[src/cpu_pkg.sv]
`default_nettype none

package cpu_pkg;

	// --------------------
	// Opcodes
	// --------------------
	localparam logic [3:0] OP_ADD = 4'b0000;
	localparam logic [3:0] OP_SUB = 4'b0001;
	localparam logic [3:0] OP_XOR = 4'b0010;
	localparam logic [3:0] OP_SLL = 4'b0100;
	localparam logic [3:0] OP_SRA = 4'b0101;
	localparam logic [3:0] OP_ROR = 4'b0110;
	localparam logic [3:0] OP_LHB = 4'b1010; // Load high byte
	localparam logic [3:0] OP_LLB = 4'b1011; // Load low byte
	localparam logic [3:0] OP_HLT = 4'b1111;

	// --------------------
	// Instruction word
	// --------------------
	typedef struct packed {
		logic [3:0] opcode;
		logic [3:0] rd;
		logic [3:0] rs;
		logic [3:0] rt; // Shift amount for SLL/SRA/ROR
	} instr_rtype_t;

	typedef struct packed {
		logic [3:0] opcode;
		logic [3:0] rd;
		logic [7:0] imm8;
	} instr_itype_t;

	// Same 16 bits, two views
	typedef union packed {
		instr_rtype_t r;
		instr_itype_t i;
	} instr_t;

	// --------------------
	// Stage packets
	// --------------------
	typedef struct packed {
		logic        valid;
		logic        halt;   // HLT word
		logic [15:0] pc;
		instr_t      instr;
	} fetch_pkt_t;

	typedef struct packed {
		logic        valid;
		logic        halt;
		logic [3:0]  op;
		logic [3:0]  rd;
		logic [3:0]  src_a;  // Source selects kept for forwarding
		logic [3:0]  src_b;
		logic [15:0] data_a;
		logic [15:0] data_b;
		logic [7:0]  imm;
		logic        rd_we;
	} issue_pkt_t;

	typedef struct packed {
		logic        valid;
		logic [3:0]  rd;
		logic [15:0] data;
	} wb_pkt_t;

endpackage

`default_nettype wire

[src/fetch_unit.sv]
`timescale 1ns/1ns
`default_nettype none

module fetch_unit #(
	parameter logic [15:0] RESET_PC = 16'h0000
) (
	input  logic                clk,
	input  logic                reset,
	input  logic [15:0]         imem_data,
	output logic [15:0]         imem_addr,
	output cpu_pkg::fetch_pkt_t fetch
);

	import cpu_pkg::*;

	logic [15:0] pc;
	logic        halted; // Set once the HLT word has gone out
	instr_t      word;
	logic        is_hlt;

	assign word   = imem_data;
	assign is_hlt = (word.r.opcode == OP_HLT);

	// --------------------
	// PC register
	// --------------------
	always_ff @(posedge clk) begin
		if (reset) begin
			pc     <= RESET_PC;
			halted <= 1'b0;
		end else if (!halted) begin
			if (is_hlt) begin
				halted <= 1'b1; // Freeze on the HLT address
			end else begin
				pc <= pc + 16'd2; // Next word
			end
		end
	end

	assign imem_addr = pc;

	// --------------------
	// Fetch packet
	// --------------------
	// Bubbles only once halted
	always_comb begin
		fetch.valid = !halted;
		fetch.halt  = !halted && is_hlt; // Marks the HLT word itself
		fetch.pc    = pc;
		fetch.instr = word;
	end

endmodule

`default_nettype wire

[src/register_file.sv]
`timescale 1ns/1ns
`default_nettype none

module register_file (
	input  logic             clk,
	input  logic             reset,
	input  logic [3:0]       rd_a_sel,
	input  logic [3:0]       rd_b_sel,
	output logic [15:0]      rd_a_data,
	output logic [15:0]      rd_b_data,
	input  cpu_pkg::wb_pkt_t wr
);

	import cpu_pkg::*;

	logic [15:0] regs [16];
	logic        wr_en;

	assign wr_en = wr.valid && (wr.rd != 4'd0); // r0 stays zero

	always_ff @(posedge clk) begin
		if (reset) begin
			for (int i = 0; i < 16; i++) begin
				regs[i] <= 16'h0000;
			end
		end else if (wr_en) begin
			regs[wr.rd] <= wr.data;
		end
	end

	// --------------------
	// Read ports
	// --------------------
	// Same-cycle write returns the new value
	always_comb begin
		if (wr_en && (wr.rd == rd_a_sel)) begin
			rd_a_data = wr.data;
		end else begin
			rd_a_data = regs[rd_a_sel];
		end
		if (wr_en && (wr.rd == rd_b_sel)) begin
			rd_b_data = wr.data;
		end else begin
			rd_b_data = regs[rd_b_sel];
		end
	end

endmodule

`default_nettype wire

[src/decode_stage.sv]
`timescale 1ns/1ns
`default_nettype none

module decode_stage (
	input  logic                clk,
	input  logic                reset,
	input  cpu_pkg::fetch_pkt_t fetch,
	input  cpu_pkg::wb_pkt_t    wb,
	output cpu_pkg::issue_pkt_t issue
);

	import cpu_pkg::*;

	fetch_pkt_t  if_id;
	instr_t      word;
	logic [3:0]  op;
	logic        byte_load;
	logic        writes_reg;
	logic [3:0]  sel_a;
	logic [3:0]  sel_b;
	logic [15:0] data_a;
	logic [15:0] data_b;

	// --------------------
	// IF/ID register
	// --------------------
	always_ff @(posedge clk) begin
		if_id.pc    <= fetch.pc;
		if_id.instr <= fetch.instr;
		if (reset) begin
			if_id.valid <= 1'b0;
			if_id.halt  <= 1'b0;
		end else begin
			if_id.valid <= fetch.valid;
			if_id.halt  <= fetch.halt;
		end
	end

	// --------------------
	// Field decode
	// --------------------
	assign word      = if_id.instr;
	assign op        = word.r.opcode;
	assign byte_load = (op == OP_LHB) || (op == OP_LLB);

	// Byte loads merge into the old rd value
	assign sel_a = byte_load ? word.r.rd : word.r.rs;
	assign sel_b = word.r.rt; // Unused by shifts and byte loads

	always_comb begin
		case (op)
			OP_ADD, OP_SUB, OP_XOR: writes_reg = 1'b1;
			OP_SLL, OP_SRA, OP_ROR: writes_reg = 1'b1;
			OP_LHB, OP_LLB:         writes_reg = 1'b1;
			default:                writes_reg = 1'b0; // HLT and the rest retire as NOP
		endcase
	end

	register_file regfile_i (
		.clk       (clk),
		.reset     (reset),
		.rd_a_sel  (sel_a),
		.rd_b_sel  (sel_b),
		.rd_a_data (data_a),
		.rd_b_data (data_b),
		.wr        (wb)
	);

	// --------------------
	// ID/EX register
	// --------------------
	always_ff @(posedge clk) begin
		issue.op     <= op;
		issue.rd     <= word.r.rd;
		issue.src_a  <= sel_a;
		issue.src_b  <= sel_b;
		issue.data_a <= data_a;
		issue.data_b <= data_b;
		issue.imm    <= word.i.imm8;          // Low nibble doubles as shift amount
		issue.rd_we  <= writes_reg && (word.r.rd != 4'd0); // No r0 writeback
		if (reset) begin
			issue.valid <= 1'b0;
			issue.halt  <= 1'b0;
		end else begin
			issue.valid <= if_id.valid;
			issue.halt  <= if_id.valid && if_id.halt;
		end
	end

endmodule

`default_nettype wire

[src/alu.sv]
`timescale 1ns/1ns
`default_nettype none

module alu (
	input  logic [3:0]  op,
	input  logic [15:0] a,
	input  logic [15:0] b,
	input  logic [7:0]  imm,
	output logic [15:0] result
);

	import cpu_pkg::*;

	logic [3:0]  shamt;
	logic [31:0] rot_word; // a twice for the rotate
	logic [31:0] rot_shifted;

	assign shamt       = imm[3:0];
	assign rot_word    = {a, a};
	assign rot_shifted = rot_word >> shamt;

	// --------------------
	// Result select
	// --------------------
	always_comb begin
		case (op)
			OP_ADD: begin
				result = a + b; // Wraps at 16 bits
			end
			OP_SUB: begin
				result = a - b;
			end
			OP_XOR: begin
				result = a ^ b;
			end
			OP_SLL: begin
				result = a << shamt;
			end
			OP_SRA: begin
				result = $signed(a) >>> shamt; // Sign fill
			end
			OP_ROR: begin
				result = rot_shifted[15:0];
			end
			OP_LLB: begin
				result = {a[15:8], imm}; // Keep high byte
			end
			OP_LHB: begin
				result = {imm, a[7:0]}; // Keep low byte
			end
			default: begin
				result = 16'h0000;
			end
		endcase
	end

endmodule

`default_nettype wire

[src/execute_stage.sv]
`timescale 1ns/1ns
`default_nettype none

module execute_stage (
	input  logic                clk,
	input  logic                reset,
	input  cpu_pkg::issue_pkt_t issue,
	output cpu_pkg::wb_pkt_t    wb,
	output logic                hlt
);

	import cpu_pkg::*;

	logic        wb_live; // wb holds a real register write
	logic        fwd_a;
	logic        fwd_b;
	logic [15:0] op_a;
	logic [15:0] op_b;
	logic [15:0] result;

	// --------------------
	// Forwarding
	// --------------------
	// Covers the previous instruction only
	assign wb_live = wb.valid && (wb.rd != 4'd0);
	assign fwd_a   = wb_live && (wb.rd == issue.src_a);
	assign fwd_b   = wb_live && (wb.rd == issue.src_b);

	assign op_a = fwd_a ? wb.data : issue.data_a;
	assign op_b = fwd_b ? wb.data : issue.data_b;

	alu alu_i (
		.op     (issue.op),
		.a      (op_a),
		.b      (op_b),
		.imm    (issue.imm),
		.result (result)
	);

	// --------------------
	// Writeback register
	// --------------------
	always_ff @(posedge clk) begin
		wb.rd   <= issue.rd;
		wb.data <= result;
		if (reset) begin
			wb.valid <= 1'b0;
		end else begin
			wb.valid <= issue.valid && issue.rd_we; // Bubbles and NOPs write nothing
		end
	end

	// Sticky until reset
	always_ff @(posedge clk) begin
		if (reset) begin
			hlt <= 1'b0;
		end else if (issue.valid && issue.halt) begin
			hlt <= 1'b1;
		end
	end

endmodule

`default_nettype wire

[src/cpu.sv]
`timescale 1ns/1ns
`default_nettype none

module cpu #(
	parameter logic [15:0] RESET_PC = 16'h0000
) (
	input  logic             clk,
	input  logic             reset,
	output logic [15:0]      imem_addr,
	input  logic [15:0]      imem_data,
	output logic [15:0]      pc_out,
	output logic             hlt,
	output cpu_pkg::wb_pkt_t wb
);

	import cpu_pkg::*;

	fetch_pkt_t fetch; // IF -> ID
	issue_pkt_t issue; // ID -> EX

	// --------------------
	// Stages
	// --------------------
	fetch_unit #(
		.RESET_PC (RESET_PC)
	) fetch_i (
		.clk       (clk),
		.reset     (reset),
		.imem_data (imem_data),
		.imem_addr (imem_addr),
		.fetch     (fetch)
	);

	decode_stage decode_i (
		.clk   (clk),
		.reset (reset),
		.fetch (fetch),
		.wb    (wb),    // Register file write port
		.issue (issue)
	);

	execute_stage execute_i (
		.clk   (clk),
		.reset (reset),
		.issue (issue),
		.wb    (wb),
		.hlt   (hlt)
	);

	assign pc_out = imem_addr; // PC seen from outside

endmodule

`default_nettype wire

[config.mk]
export PLATFORM = sky130hd
export DESIGN_NAME = cpu
export DESIGN_NICKNAME = d
export VERILOG_FILES = /design/src/cpu_pkg.sv /design/src/fetch_unit.sv /design/src/register_file.sv /design/src/decode_stage.sv /design/src/alu.sv /design/src/execute_stage.sv /design/src/cpu.sv
export SDC_FILE = /design/constraint.sdc
export NUM_CORES = 1
export LEC_CHECK = 0
export CAP_MARGIN = 20
export CORE_AREA = 10 10 217 271
export CTS_BUF_LIST = sky130_fd_sc_hd__clkbuf_4 sky130_fd_sc_hd__clkbuf_8 sky130_fd_sc_hd__clkbuf_16
export DETAILED_ROUTE_END_ITERATION = 16
export DIE_AREA = 0 0 227 281
export DONT_BUFFER_PORTS = 1
export PLACE_DENSITY = 0.62
export RECOVER_POWER = 100
export SLEW_MARGIN = 20
export SYNTH_ARGS = -nofsm -noshare
export SYNTH_HDL_FRONTEND = slang
export SYNTH_SLANG_ARGS = --single-unit
export TNS_END_PERCENT = 100
[constraint.sdc]
create_clock -name clk -period 10.44 [get_ports clk]
set_input_delay 1.566 -clock clk [delete_from_list [all_inputs] [get_ports clk]]
set_output_delay 1.566 -clock clk [all_outputs]
set_load 0.05 [all_outputs]
==> results.sh, run 1 <==
export IMPL_outcome="complete, but fails checks"
export IMPL_violations="max-capacitance violations, max-slew violations"
export IMPL_grt_antenna_before_repair=1
export IMPL_end_kind="register"
export IMPL_yosysWarnings=0
export IMPL_cp_arrival_ns=7.19
export IMPL_root_buffer="clkbuf_16"
export IMPL_wl_per_cell_um=27.2
export IMPL_worstPathMaxFanout=64
export IMPL_core_area_sq_mm=0.0534
export IMPL_avgSynthCellArea_sq_um=10.6
export IMPL_synth_top_area_cell="edfxtp_1"
export IMPL_drive_gt1_share_pct=12.4
export IMPL_dieArea_sq_mm=0.0638
export IMPL_drc_errors=0
export IMPL_postCtsSetupBuffers=0
export IMPL_fin_cells=2631
export IMPL_ios=72
export IMPL_h_tree_depth=2
export IMPL_fin_crit_ns=6.76
export IMPL_area_growth_pct=7.01
export IMPL_clkLatencyLatePin_ns=0.55
export IMPL_dr_pass1_iters=5
export IMPL_place_congestion=0.986
export IMPL_path_class="register to register"
export IMPL_via_per_inst=6.08
export IMPL_setup_viol=0
export IMPL_grt_max_degree=72
export IMPL_yosysTopAreaCellShare_pct=36.2
export IMPL_fmax_mhz=148
export IMPL_wl_met1_mm=26.2
export IMPL_drt_wl_total_mm=71.5
export IMPL_power_density_mw_per_mm2=173
export IMPL_cts_tree="done"
export IMPL_finalMaxSlewViolations=947
export IMPL_crit_path_cell_trace="nand3b_1 -> mux2i_1 -> clkinvlp_2 -> clkbuf_1 -> nand2_1 -> and3_1 -> a311oi_1 -> a311oi_1 -> a31oi_1 -> mux2_2"
export IMPL_die_width_um=227
export IMPL_placed_area_sq_mm=0.0217
export IMPL_largestRegisters="decode_i.regfile_i.regs (256), decode_i.issue (55), execute_i.wb (21)"
export IMPL_placedCellCount=2564
export IMPL_cp_slowest_stage_delay_ns=2.06
export IMPL_wl_met2_mm=35.6
export IMPL_syn_area_sq_mm=0.0212
export IMPL_tns_ns=0
export IMPL_synthArstFlopShare_pct=0
export IMPL_wl_met3_mm=5.56
export IMPL_track_usage_pct=22.2
export IMPL_cts_made_buffers=39
export IMPL_synth_area_top_cells="edfxtp_1, mux4_2, dfxtp_1"
export IMPL_hold_path_class="register to register"
export IMPL_start_util_pct=39.7
export IMPL_clkTransAtPathRegs_ns=0.06
export IMPL_hold_viol_final=0
export IMPL_syn_inst=2009
export IMPL_crit_top_cell="a311oi_1"
export IMPL_finalCritPeriodShare_pct=64.7
export IMPL_start_kind="register"
export IMPL_die_h_um=281
export IMPL_ys_flop_type="edfxtp_1"
export IMPL_grt_pass1_wl_mm=106
export IMPL_clock_sinks=368
export IMPL_critPathRequiredTime_ns=10.87
export IMPL_yosysSeqAreaShare_pct=46.8
export IMPL_largest_register_ff_count=256
export IMPL_overflow=0
export IMPL_synth_seq_cells=368
export IMPL_max_cap_violations=38
export IMPL_fin_nets=1961
export IMPL_tightest_slew_ns=3.64
export IMPL_portBuffers=0
export IMPL_drt_iter0_drc=1625
export IMPL_slew_headroom_pct=-143
export IMPL_slowest_stage="clkinvlp_2"
export IMPL_vias=15985
export IMPL_clockBufferDepth=3
export IMPL_final_antenna_net_count=0
export IMPL_cts_resized=0
export IMPL_synth_distinct_cells=75
export IMPL_p_leak_nw=8.23
export IMPL_vdd_drop_max_mv=0.0857
export IMPL_synth_edf_count=256
export IMPL_rsz0062_at_grt="no"
export IMPL_top_layer_used="met4"
export IMPL_cts_hold_buffers=0
export IMPL_post_dp_hpwl_mm=48.8
export IMPL_std_cell_rows=95
export IMPL_grt_pass1_vias=15775
export IMPL_top_register="decode_i.regfile_i.regs"
export IMPL_fin_skew_ns=0.0137
export IMPL_stdcell_area_sq_mm=0.0227
==> cell type report <==
cell class	instances	area, sq um
Antenna cell	1	2.50
Clock buffer	55	1100
Clock inverter	11	88.8
Fill cell	5008	30700
Inverter	30	114
Multi-Input combinational cell	1432	10300
Sequential cell	368	9930
Tap cell	679	850
Timing Repair Buffer	55	278
==> cell usage in the layout (no fill, tap or decap), types with 9 or more instances in the layout <==
master     count
a211oi_1      11
a21oi_1       31
a311oi_1      33
a31oi_1       23
and2_0       131
and2_1       119
and3_1        22
buf_4         19
clkbuf_1      36
clkbuf_16     39
clkbuf_4      15
conb_1        18
dfxtp_1      112
edfxtp_1     256
ha_1          16
inv_1         22
mux2_2        33
mux2i_1       42
mux4_2       105
nand2_1      314
nand3_1      164
nor2_1        77
nor2b_1        9
nor3_1        19
o211ai_1      14
o21ai_0       42
or2_0         15
xnor2_1       40
xor2_1        34
==> final timing paths <==
| check | start | to | slack (ns) | depth (start not counted) |
|---|---|---|---|---|
| worst min register to register | decode_i.issue[52]$_DFF_P_ | execute_i.wb[19]$_DFF_P_ | 0.32 | 0 |
| worst max-delay path | decode_i.word[14]$_DFF_P_ | decode_i.issue[26]$_DFF_P_ | 3.68 | 10 |
| worst min-delay path | decode_i.issue[52]$_DFF_P_ | execute_i.wb[19]$_DFF_P_ | 0.32 | 0 |
| worst max register to register | decode_i.word[14]$_DFF_P_ | decode_i.issue[26]$_DFF_P_ | 3.68 | 10 |
==> per-layer routing <==
metal / vias to the layer above / GRT usage (%)
li1: 7043 / -
met1: 7963 / 26.4
met2: 777 / 38.0
met3: 202 / 3.34
met4: 0 / 12.1
met5: - / 0
==> cell usage after synthesis, types with 4 or more instances <==
library cell	number
nand2_1	312
edfxtp_1	256
and2_1	250
nand3_1	164
clkbuf_1	136
dfxtp_1	112
mux4_2	105
nor2_1	77
mux2i_1	44
xnor2_1	40
o21ai_0	39
mux2_2	34
xor2_1	34
a311oi_1	33
buf_4	33
a21oi_1	31
a31oi_1	23
and3_1	22
inv_1	21
nor3_1	20
buf_1	16
ha_1	16
or2_2	16
o211ai_1	14
a211oi_1	11
nor2b_1	9
a22oi_1	8
inv_2	8
nand4_1	8
o22ai_1	8
o21ai_1	7
o221ai_1	7
nand2b_1	6
o31ai_1	6
or3_1	6
buf_2	5
buf_6	5
o2111ai_1	5
o21a_1	5
or4_1	5
a221oi_1	4
nor4_1	4
==> power by group <==
| group | leakage (nW) | internal [W] | switching [W] |
|---|---|---|---|
| clock network | 0.601 | 0.000762 | 0.000575 |
| registers | 3.58 | 0.00164 | 0.0000743 |
| logic | 4.05 | 0.000294 | 0.000578 |
==> critical path: cells and delay by family, from the launching register on <==
kind / cells / cell delay [ns]
and+or+nand+nor: 3 / 0.92
AOI/OAI and AO/OA: 3 / 0.76
muxes: 2 / 0.89
buffers and inverters: 2 / 3.72
DFF: 1 / 0.30
==> kinds of logic (layout without fill, tap and decap cells) <==
group	Yosys count	count (layout)	synth area share, %
flip-flops	368	368	46.8
AO/OA/AOI/OAI	224	224	7.38
buffers and inverters	226	151	4.87
XOR/XNOR	74	74	3.06
adder cells (fa/ha/maj)	17	17	1.04
AND/OR/NAND/NOR	911	911	21.4
multiplexers	188	188	15.4
other	1	19	0.0177
==> through the flow <==
stage	power, W	setup WS, ns	hold slack, ns	util, %
floorplan	0.00233	6.07	0.310	-
global placement	0.00260	5.53	0.311	40.6
detailed placement	0.00261	5.47	0.312	40.7
CTS	0.00394	5.41	0.323	42.9
global route	0.00406	3.27	0.327	42.5
finish	0.00392	3.68	0.323	42.5
Note: power is estimated with default switching activity, not from simulation.
==> inputs of run 2 (changes only) <==
- ABC_AREA: default -> 1
- clock period: 10.44 -> 6.45 ns (I/O delays scaled with it)
==> results.sh, run 2 <==
export IMPL_outcome="complete, but fails checks"
export IMPL_violations="max-capacitance violations, max-slew violations"
export IMPL_synthArstFlopShare_pct=0
export IMPL_power_frac_comb_pct=22.1
export IMPL_slowest_stage="clkbuf_1"
export IMPL_cp_arrival_ns=6.03
export IMPL_vias=19429
export IMPL_area_growth_pct=6.90
export IMPL_crit_family="buffers and inverters"
export IMPL_cts_tree="done"
export IMPL_synth_top_area_cell="edfxtp_1"
export IMPL_core_area_sq_mm=0.0534
export IMPL_crit_path_cell_trace="clkbuf_1 -> o21ai_0 -> o21ai_0 -> o211ai_1 -> a31oi_1"
export IMPL_slew_headroom_pct=-190
export IMPL_std_cell_rows=95
export IMPL_drt_wl_total_mm=81.9
export IMPL_post_dp_hpwl_mm=55.8
export IMPL_regArea_sq_mm=0.00993
export IMPL_yosysSeqAreaShare_pct=47.0
export IMPL_yosysWarnings=0
export IMPL_stdcell_area_sq_mm=0.0226
export IMPL_tns_ns=0
export IMPL_grt_max_degree=156
export IMPL_num_fill_cells=5294
export IMPL_intPower_w=0.00429
export IMPL_dr_pass1_iters=6
export IMPL_placed_area_sq_mm=0.0214
export IMPL_cp_slowest_stage_delay_ns=3.04
export IMPL_end_kind="register"
export IMPL_fin_skew_ns=0.0219
export IMPL_drive_gt1_share_pct=6.58
export IMPL_finalCritPeriodShare_pct=87.1
export IMPL_layout_commonest_cell="nor2_1"
export IMPL_multi_input_area_sq_mm=0.00938
export IMPL_largest_register_ff_count=256
export IMPL_synth_seq_cells=368
export IMPL_hold_viol_final=0
export IMPL_p_leak_nw=8.92
export IMPL_via_per_inst=5.90
export IMPL_swShare_pct=33.9
export IMPL_fmax_mhz=178
export IMPL_setup_viol=0
export IMPL_h_tree_depth=2
export IMPL_power_density_mw_per_mm2=287
export IMPL_fin_crit_ns=5.62
export IMPL_final_antenna_net_count=0
export IMPL_layout_common_cells="nor2_1, nand2_1, nand3_1, o21ai_0, edfxtp_1"
export IMPL_synth_area_top_cells="edfxtp_1, dfxtp_1, nand3_1"
export IMPL_clkLatencyLatePin_ns=0.58
export IMPL_worstPathMaxFanout=100
export IMPL_grt_pass1_wl_mm=119
export IMPL_wl_per_cell_um=24.9
export IMPL_postCtsSetupBuffers=0
export IMPL_start_kind="register"
export IMPL_largestRegisters="decode_i.regfile_i.regs (256), decode_i.issue (55), execute_i.wb (21)"
export IMPL_drc_errors=0
export IMPL_max_cap_violations=5
export IMPL_clockBufferDepth=3
export IMPL_overflow=0
export IMPL_die_width_um=227
export IMPL_track_usage_pct=25.2
export IMPL_root_buffer="clkbuf_16"
export IMPL_ios=72
export IMPL_critPathRequiredTime_ns=6.86
export IMPL_clkPwrFrac_pct=35.3
export IMPL_power_switching_w=0.00220
export IMPL_ys_flop_type="edfxtp_1"
export IMPL_portBuffers=0
export IMPL_start_util_pct=39.6
export IMPL_yosysMostFrequentCell="nor2_1"
export IMPL_avgSynthCellArea_sq_um=7.85
export IMPL_synth_edf_count=256
export IMPL_syn_area_sq_mm=0.0211
export IMPL_clock_sinks=368
export IMPL_finalMaxSlewViolations=278
export IMPL_drt_iter0_drc=2228
export IMPL_fin_nets=2618
export IMPL_die_h_um=281
export IMPL_grt_antenna_before_repair=1
export IMPL_yosysTopAreaCellShare_pct=36.4
export IMPL_vdd_drop_max_mv=0.149
export IMPL_cts_resized=0
export IMPL_crit_top_cell="o21ai_0"
export IMPL_fin_util_pct=42.3
export IMPL_hold_path_class="register to register"
export IMPL_cts_made_buffers=38
export IMPL_syn_inst=2693
export IMPL_path_class="register to register"
export IMPL_path_buf_inv=1
export IMPL_clkTransAtPathRegs_ns=0.06
export IMPL_dieArea_sq_mm=0.0638
export IMPL_rsz0062_at_grt="no"
export IMPL_synth_common_cells="nor2_1, nand2_1, nand3_1"
export IMPL_place_congestion=1.00
export IMPL_top_register="decode_i.regfile_i.regs"
export IMPL_tightest_slew_ns=4.34
export IMPL_synth_distinct_cells=50
export IMPL_seqPwrFrac_pct=42.6
export IMPL_cts_hold_buffers=0
export IMPL_grt_pass1_vias=18157
## run 2: final timing paths
kind                                           startpoint                    endpoint  slack (ns)  cells after the start
worst min-delay path            decode_i.word[12]$_DFF_P_  decode_i.issue[53]$_DFF_P_        0.33                      0
worst max register to register   decode_i.word[0]$_DFF_P_  decode_i.issue[16]$_DFF_P_        0.83                      5
worst min register to register  decode_i.word[12]$_DFF_P_  decode_i.issue[53]$_DFF_P_        0.33                      0
worst max-delay path             decode_i.word[0]$_DFF_P_  decode_i.issue[16]$_DFF_P_        0.83                      5
## run 2: final cells by class
cell class	instances	area share [%]
Antenna cell	1	0.0111
Clock buffer	44	4.51
Clock inverter	26	1.12
Inverter	238	3.98
Multi-Input combinational cell	1892	41.5
Sequential cell	368	44.0
Tap cell	679	3.76
Timing Repair Buffer	45	1.17
## run 2: logic make-up after synthesis
kind of cell | synth area share, %
AO/OA/AOI/OAI | 16.7
XOR/XNOR | 1.12
buffers and inverters | 8.90
adder cells (fa/ha/maj) | 1.04
AND/OR/NAND/NOR | 25.2
other | 0.0177
flip-flops | 47.0
## run 2: per-stage QoR
stage / hold WS [ns] / cells / power (W) / setup WS, ns
after floorplan: 0.310 / 2710 / 0.00369 / 2.85
after global placement: 0.311 / 3221 / 0.00422 / 1.79
after detailed placement: 0.312 / 3222 / 0.00422 / 1.73
after CTS: 0.327 / 3292 / 0.00648 / 1.71
after global routing: 0.329 / 3292 / 0.00671 / 0.685
final: 0.325 / 3293 / 0.00648 / 0.831
## run 2: routing by layer
metal	part of all wire, %	track usage, %
met2	47	41.6
met1	35	28.6
met3	8.3	3.82
met4	9.2	20.5
met5	0.013	0
## run 2: power by group through the flow
stage          sequential (W)  combinational, W  clock, W
2_1_floorplan         0.00282          0.000863         0
3_3_place_gp          0.00281           0.00141         0
3_5_place_dp          0.00281           0.00141         0
4_1_cts               0.00276           0.00142   0.00230
5_1_grt               0.00277           0.00154   0.00240
6_report              0.00276           0.00144   0.00229
==> inputs of run 3 (changes only) <==
- PLACE_DENSITY: 0.62 -> 0.57
==> results.sh, run 3 (same netlist as run 2, synthesis figures left out) <==
export IMPL_whs_path_depth=0
export IMPL_overflow=0
export IMPL_post_dp_hpwl_mm=56.3
export IMPL_fin_util_pct=42.4
export IMPL_drive_gt1_share_pct=6.38
export IMPL_r2r_start="execute_i.wb[19]$_DFF_P_"
export IMPL_die_width_um=227
export IMPL_diodes=0
export IMPL_fmax_mhz=183
export IMPL_clockBufferDepth=3
export IMPL_tightest_slew_ns=2.88
export IMPL_hold_viol_final=0
export IMPL_num_fill_cells=5331
export IMPL_crit_path_cell_trace="clkbuf_1 -> nor2_1 -> a21oi_4 -> nand3_4 -> nand2_1 -> o21ai_2 -> nor2_1 -> nand2_1 -> nor2_1 -> a21oi_1 -> xor2_1 -> ha_1 -> nand2_1 -> nor2_1 -> inv_1 -> o211ai_1 -> nand3_1 -> nand2_1 -> a21oi_1 -> o21ai_0 -> nand3_1"
export IMPL_rsz0062_at_grt="no"
export IMPL_path_class="register to register"
export IMPL_max_cap_violations=6
export IMPL_final_antenna_net_count=0
export IMPL_grt_pass1_vias=17947
export IMPL_fin_skew_ns=0.0249
export IMPL_postCtsSetupBuffers=0
export IMPL_ios=72
export IMPL_cts_hold_buffers=0
export IMPL_largest_register_ff_count=256
export IMPL_cts_resized=0
export IMPL_drt_iter0_drc=2355
export IMPL_via_per_inst=5.85
export IMPL_cp_arrival_ns=5.89
export IMPL_r2r_worst_path_cells=21
export IMPL_clock_sinks=368
export IMPL_clkTransAtPathRegs_ns=0.06
export IMPL_cts_made_buffers=39
export IMPL_vias=19307
export IMPL_largestRegisters="decode_i.regfile_i.regs (256), decode_i.issue (55), execute_i.wb (21)"
export IMPL_p_leak_nw=8.93
export IMPL_layout_commonest_cell="nor2_1"
export IMPL_start_kind="register"
export IMPL_finalMaxSlewViolations=314
export IMPL_r2r_end="execute_i.wb[13]$_DFF_P_"
export IMPL_layout_common_cells="nor2_1, nand2_1, nand3_1, o21ai_0, edfxtp_1"
export IMPL_whs_endpoint="decode_i.issue[53]$_DFF_P_"
export IMPL_outcome="complete, but fails checks"
export IMPL_wl_per_cell_um=24.9
export IMPL_grt_antenna_before_repair=0
export IMPL_grt_max_degree=120
export IMPL_portBuffers=0
export IMPL_clkLatencyLatePin_ns=0.58
export IMPL_grt_pass1_wl_mm=119
export IMPL_worst_slack_ns=0.985
export IMPL_std_cell_rows=95
export IMPL_slew_headroom_pct=-91.8
export IMPL_cts_tree="done"
export IMPL_fin_crit_ns=5.46
export IMPL_core_area_sq_mm=0.0534
export IMPL_power_density_mw_per_mm2=286
export IMPL_min_from="decode_i.word[12]$_DFF_P_"
export IMPL_violations="max-capacitance violations, max-slew violations"
export IMPL_die_h_um=281
export IMPL_finalCritPeriodShare_pct=84.7
export IMPL_track_usage_pct=25.2
export IMPL_slowest_stage="clkbuf_1"
export IMPL_rrSetupSlack_ns=0.99
export IMPL_area_growth_pct=7.08
export IMPL_regArea_sq_mm=0.00993
export IMPL_h_tree_depth=2
export IMPL_critPathRequiredTime_ns=6.87
export IMPL_dieArea_sq_mm=0.0638
export IMPL_stdcell_area_sq_mm=0.0226
export IMPL_vdd_drop_max_mv=0.228
export IMPL_drt_wl_total_mm=82.0
export IMPL_end_kind="register"
export IMPL_place_congestion=0.945
export IMPL_start_util_pct=39.6
export IMPL_cp_slowest_stage_delay_ns=0.94
export IMPL_setup_viol=0
export IMPL_drc_errors=0
export IMPL_worstPathMaxFanout=22
export IMPL_root_buffer="clkbuf_16"
export IMPL_placed_area_sq_mm=0.0215
export IMPL_multi_input_area_sq_mm=0.00938
export IMPL_fin_nets=2623
export IMPL_hold_path_class="register to register"
export IMPL_preCtsSetupSlack_ns=1.60
export IMPL_top_register="decode_i.regfile_i.regs"
export IMPL_dr_pass1_iters=6
export IMPL_tns_ns=0
run 3: changes by cell type in the layout (fill, tap and decap cells not counted), moves of 2 or more:
cell	change
clkbuf_1	+5
clkbuf_4	+3
clkinv_2	-7
clkbuf_16	+3
o21ai_0	+2
buf_4	-3
clkinv_1	+4
bufinv_16	-3
o21ai_2	-2
run 3: worst max-delay path: cells and delay by family, from the launching register on:
family	cells	cell delay (ns)
compound gates	6	1.52
buf+inv	2	0.99
fa+ha+maj	1	0.42
simple gates	11	1.92
xor+xnor	1	0.16
flops	1	0.30
run 3: worst max path at each step:
stage,cells after the start,endpoint,start
2_1_floorplan,23,execute_i.wb[15]$_DFF_P_,execute_i.wb[18]$_DFF_P_
3_3_place_gp,20,execute_i.wb[13]$_DFF_P_,execute_i.wb[16]$_DFF_P_
3_5_place_dp,20,execute_i.wb[13]$_DFF_P_,execute_i.wb[16]$_DFF_P_
4_1_cts,20,execute_i.wb[13]$_DFF_P_,execute_i.wb[16]$_DFF_P_
5_1_grt,21,execute_i.wb[13]$_DFF_P_,execute_i.wb[19]$_DFF_P_
6_report,21,execute_i.wb[13]$_DFF_P_,execute_i.wb[19]$_DFF_P_
run 3: report_power, final:
group	internal, W	total [W]	switching (W)
combinational	0.000325	0.00141	0.00109
clock	0.00129	0.00229	0.000999
sequential	0.00265	0.00277	0.000121
run 3: routing by layer:
metal	wire length (um)	part of all wire, %	vias to the layer above	track usage (%)
met5	0	0	-	0
met4	5780	7.0	0	16.1
met3	5730	7.0	209	3.35
met2	39100	48	920	41.3
met1	31400	38	9214	30.7
li1	-	-	8964	-
run 3: per-stage QoR:
stage          std cells  hold slack [ns]  total power (W)
6_report            3298            0.325          0.00647
5_1_grt             3298            0.341          0.00668
4_1_cts             3298            0.328          0.00648
3_5_place_dp        3226            0.313          0.00422
3_3_place_gp        3226            0.318          0.00421
2_1_floorplan       2710            0.310          0.00369
run 3: cell type report:
| class | count | area share, % |
|---|---|---|
| Sequential cell | 368 | 43.9 |
| Multi-Input combinational cell | 1892 | 41.4 |
| Clock buffer | 51 | 5.00 |
| Inverter | 238 | 3.97 |
| Tap cell | 679 | 3.75 |
| Timing Repair Buffer | 49 | 1.29 |
| Clock inverter | 21 | 0.674 |
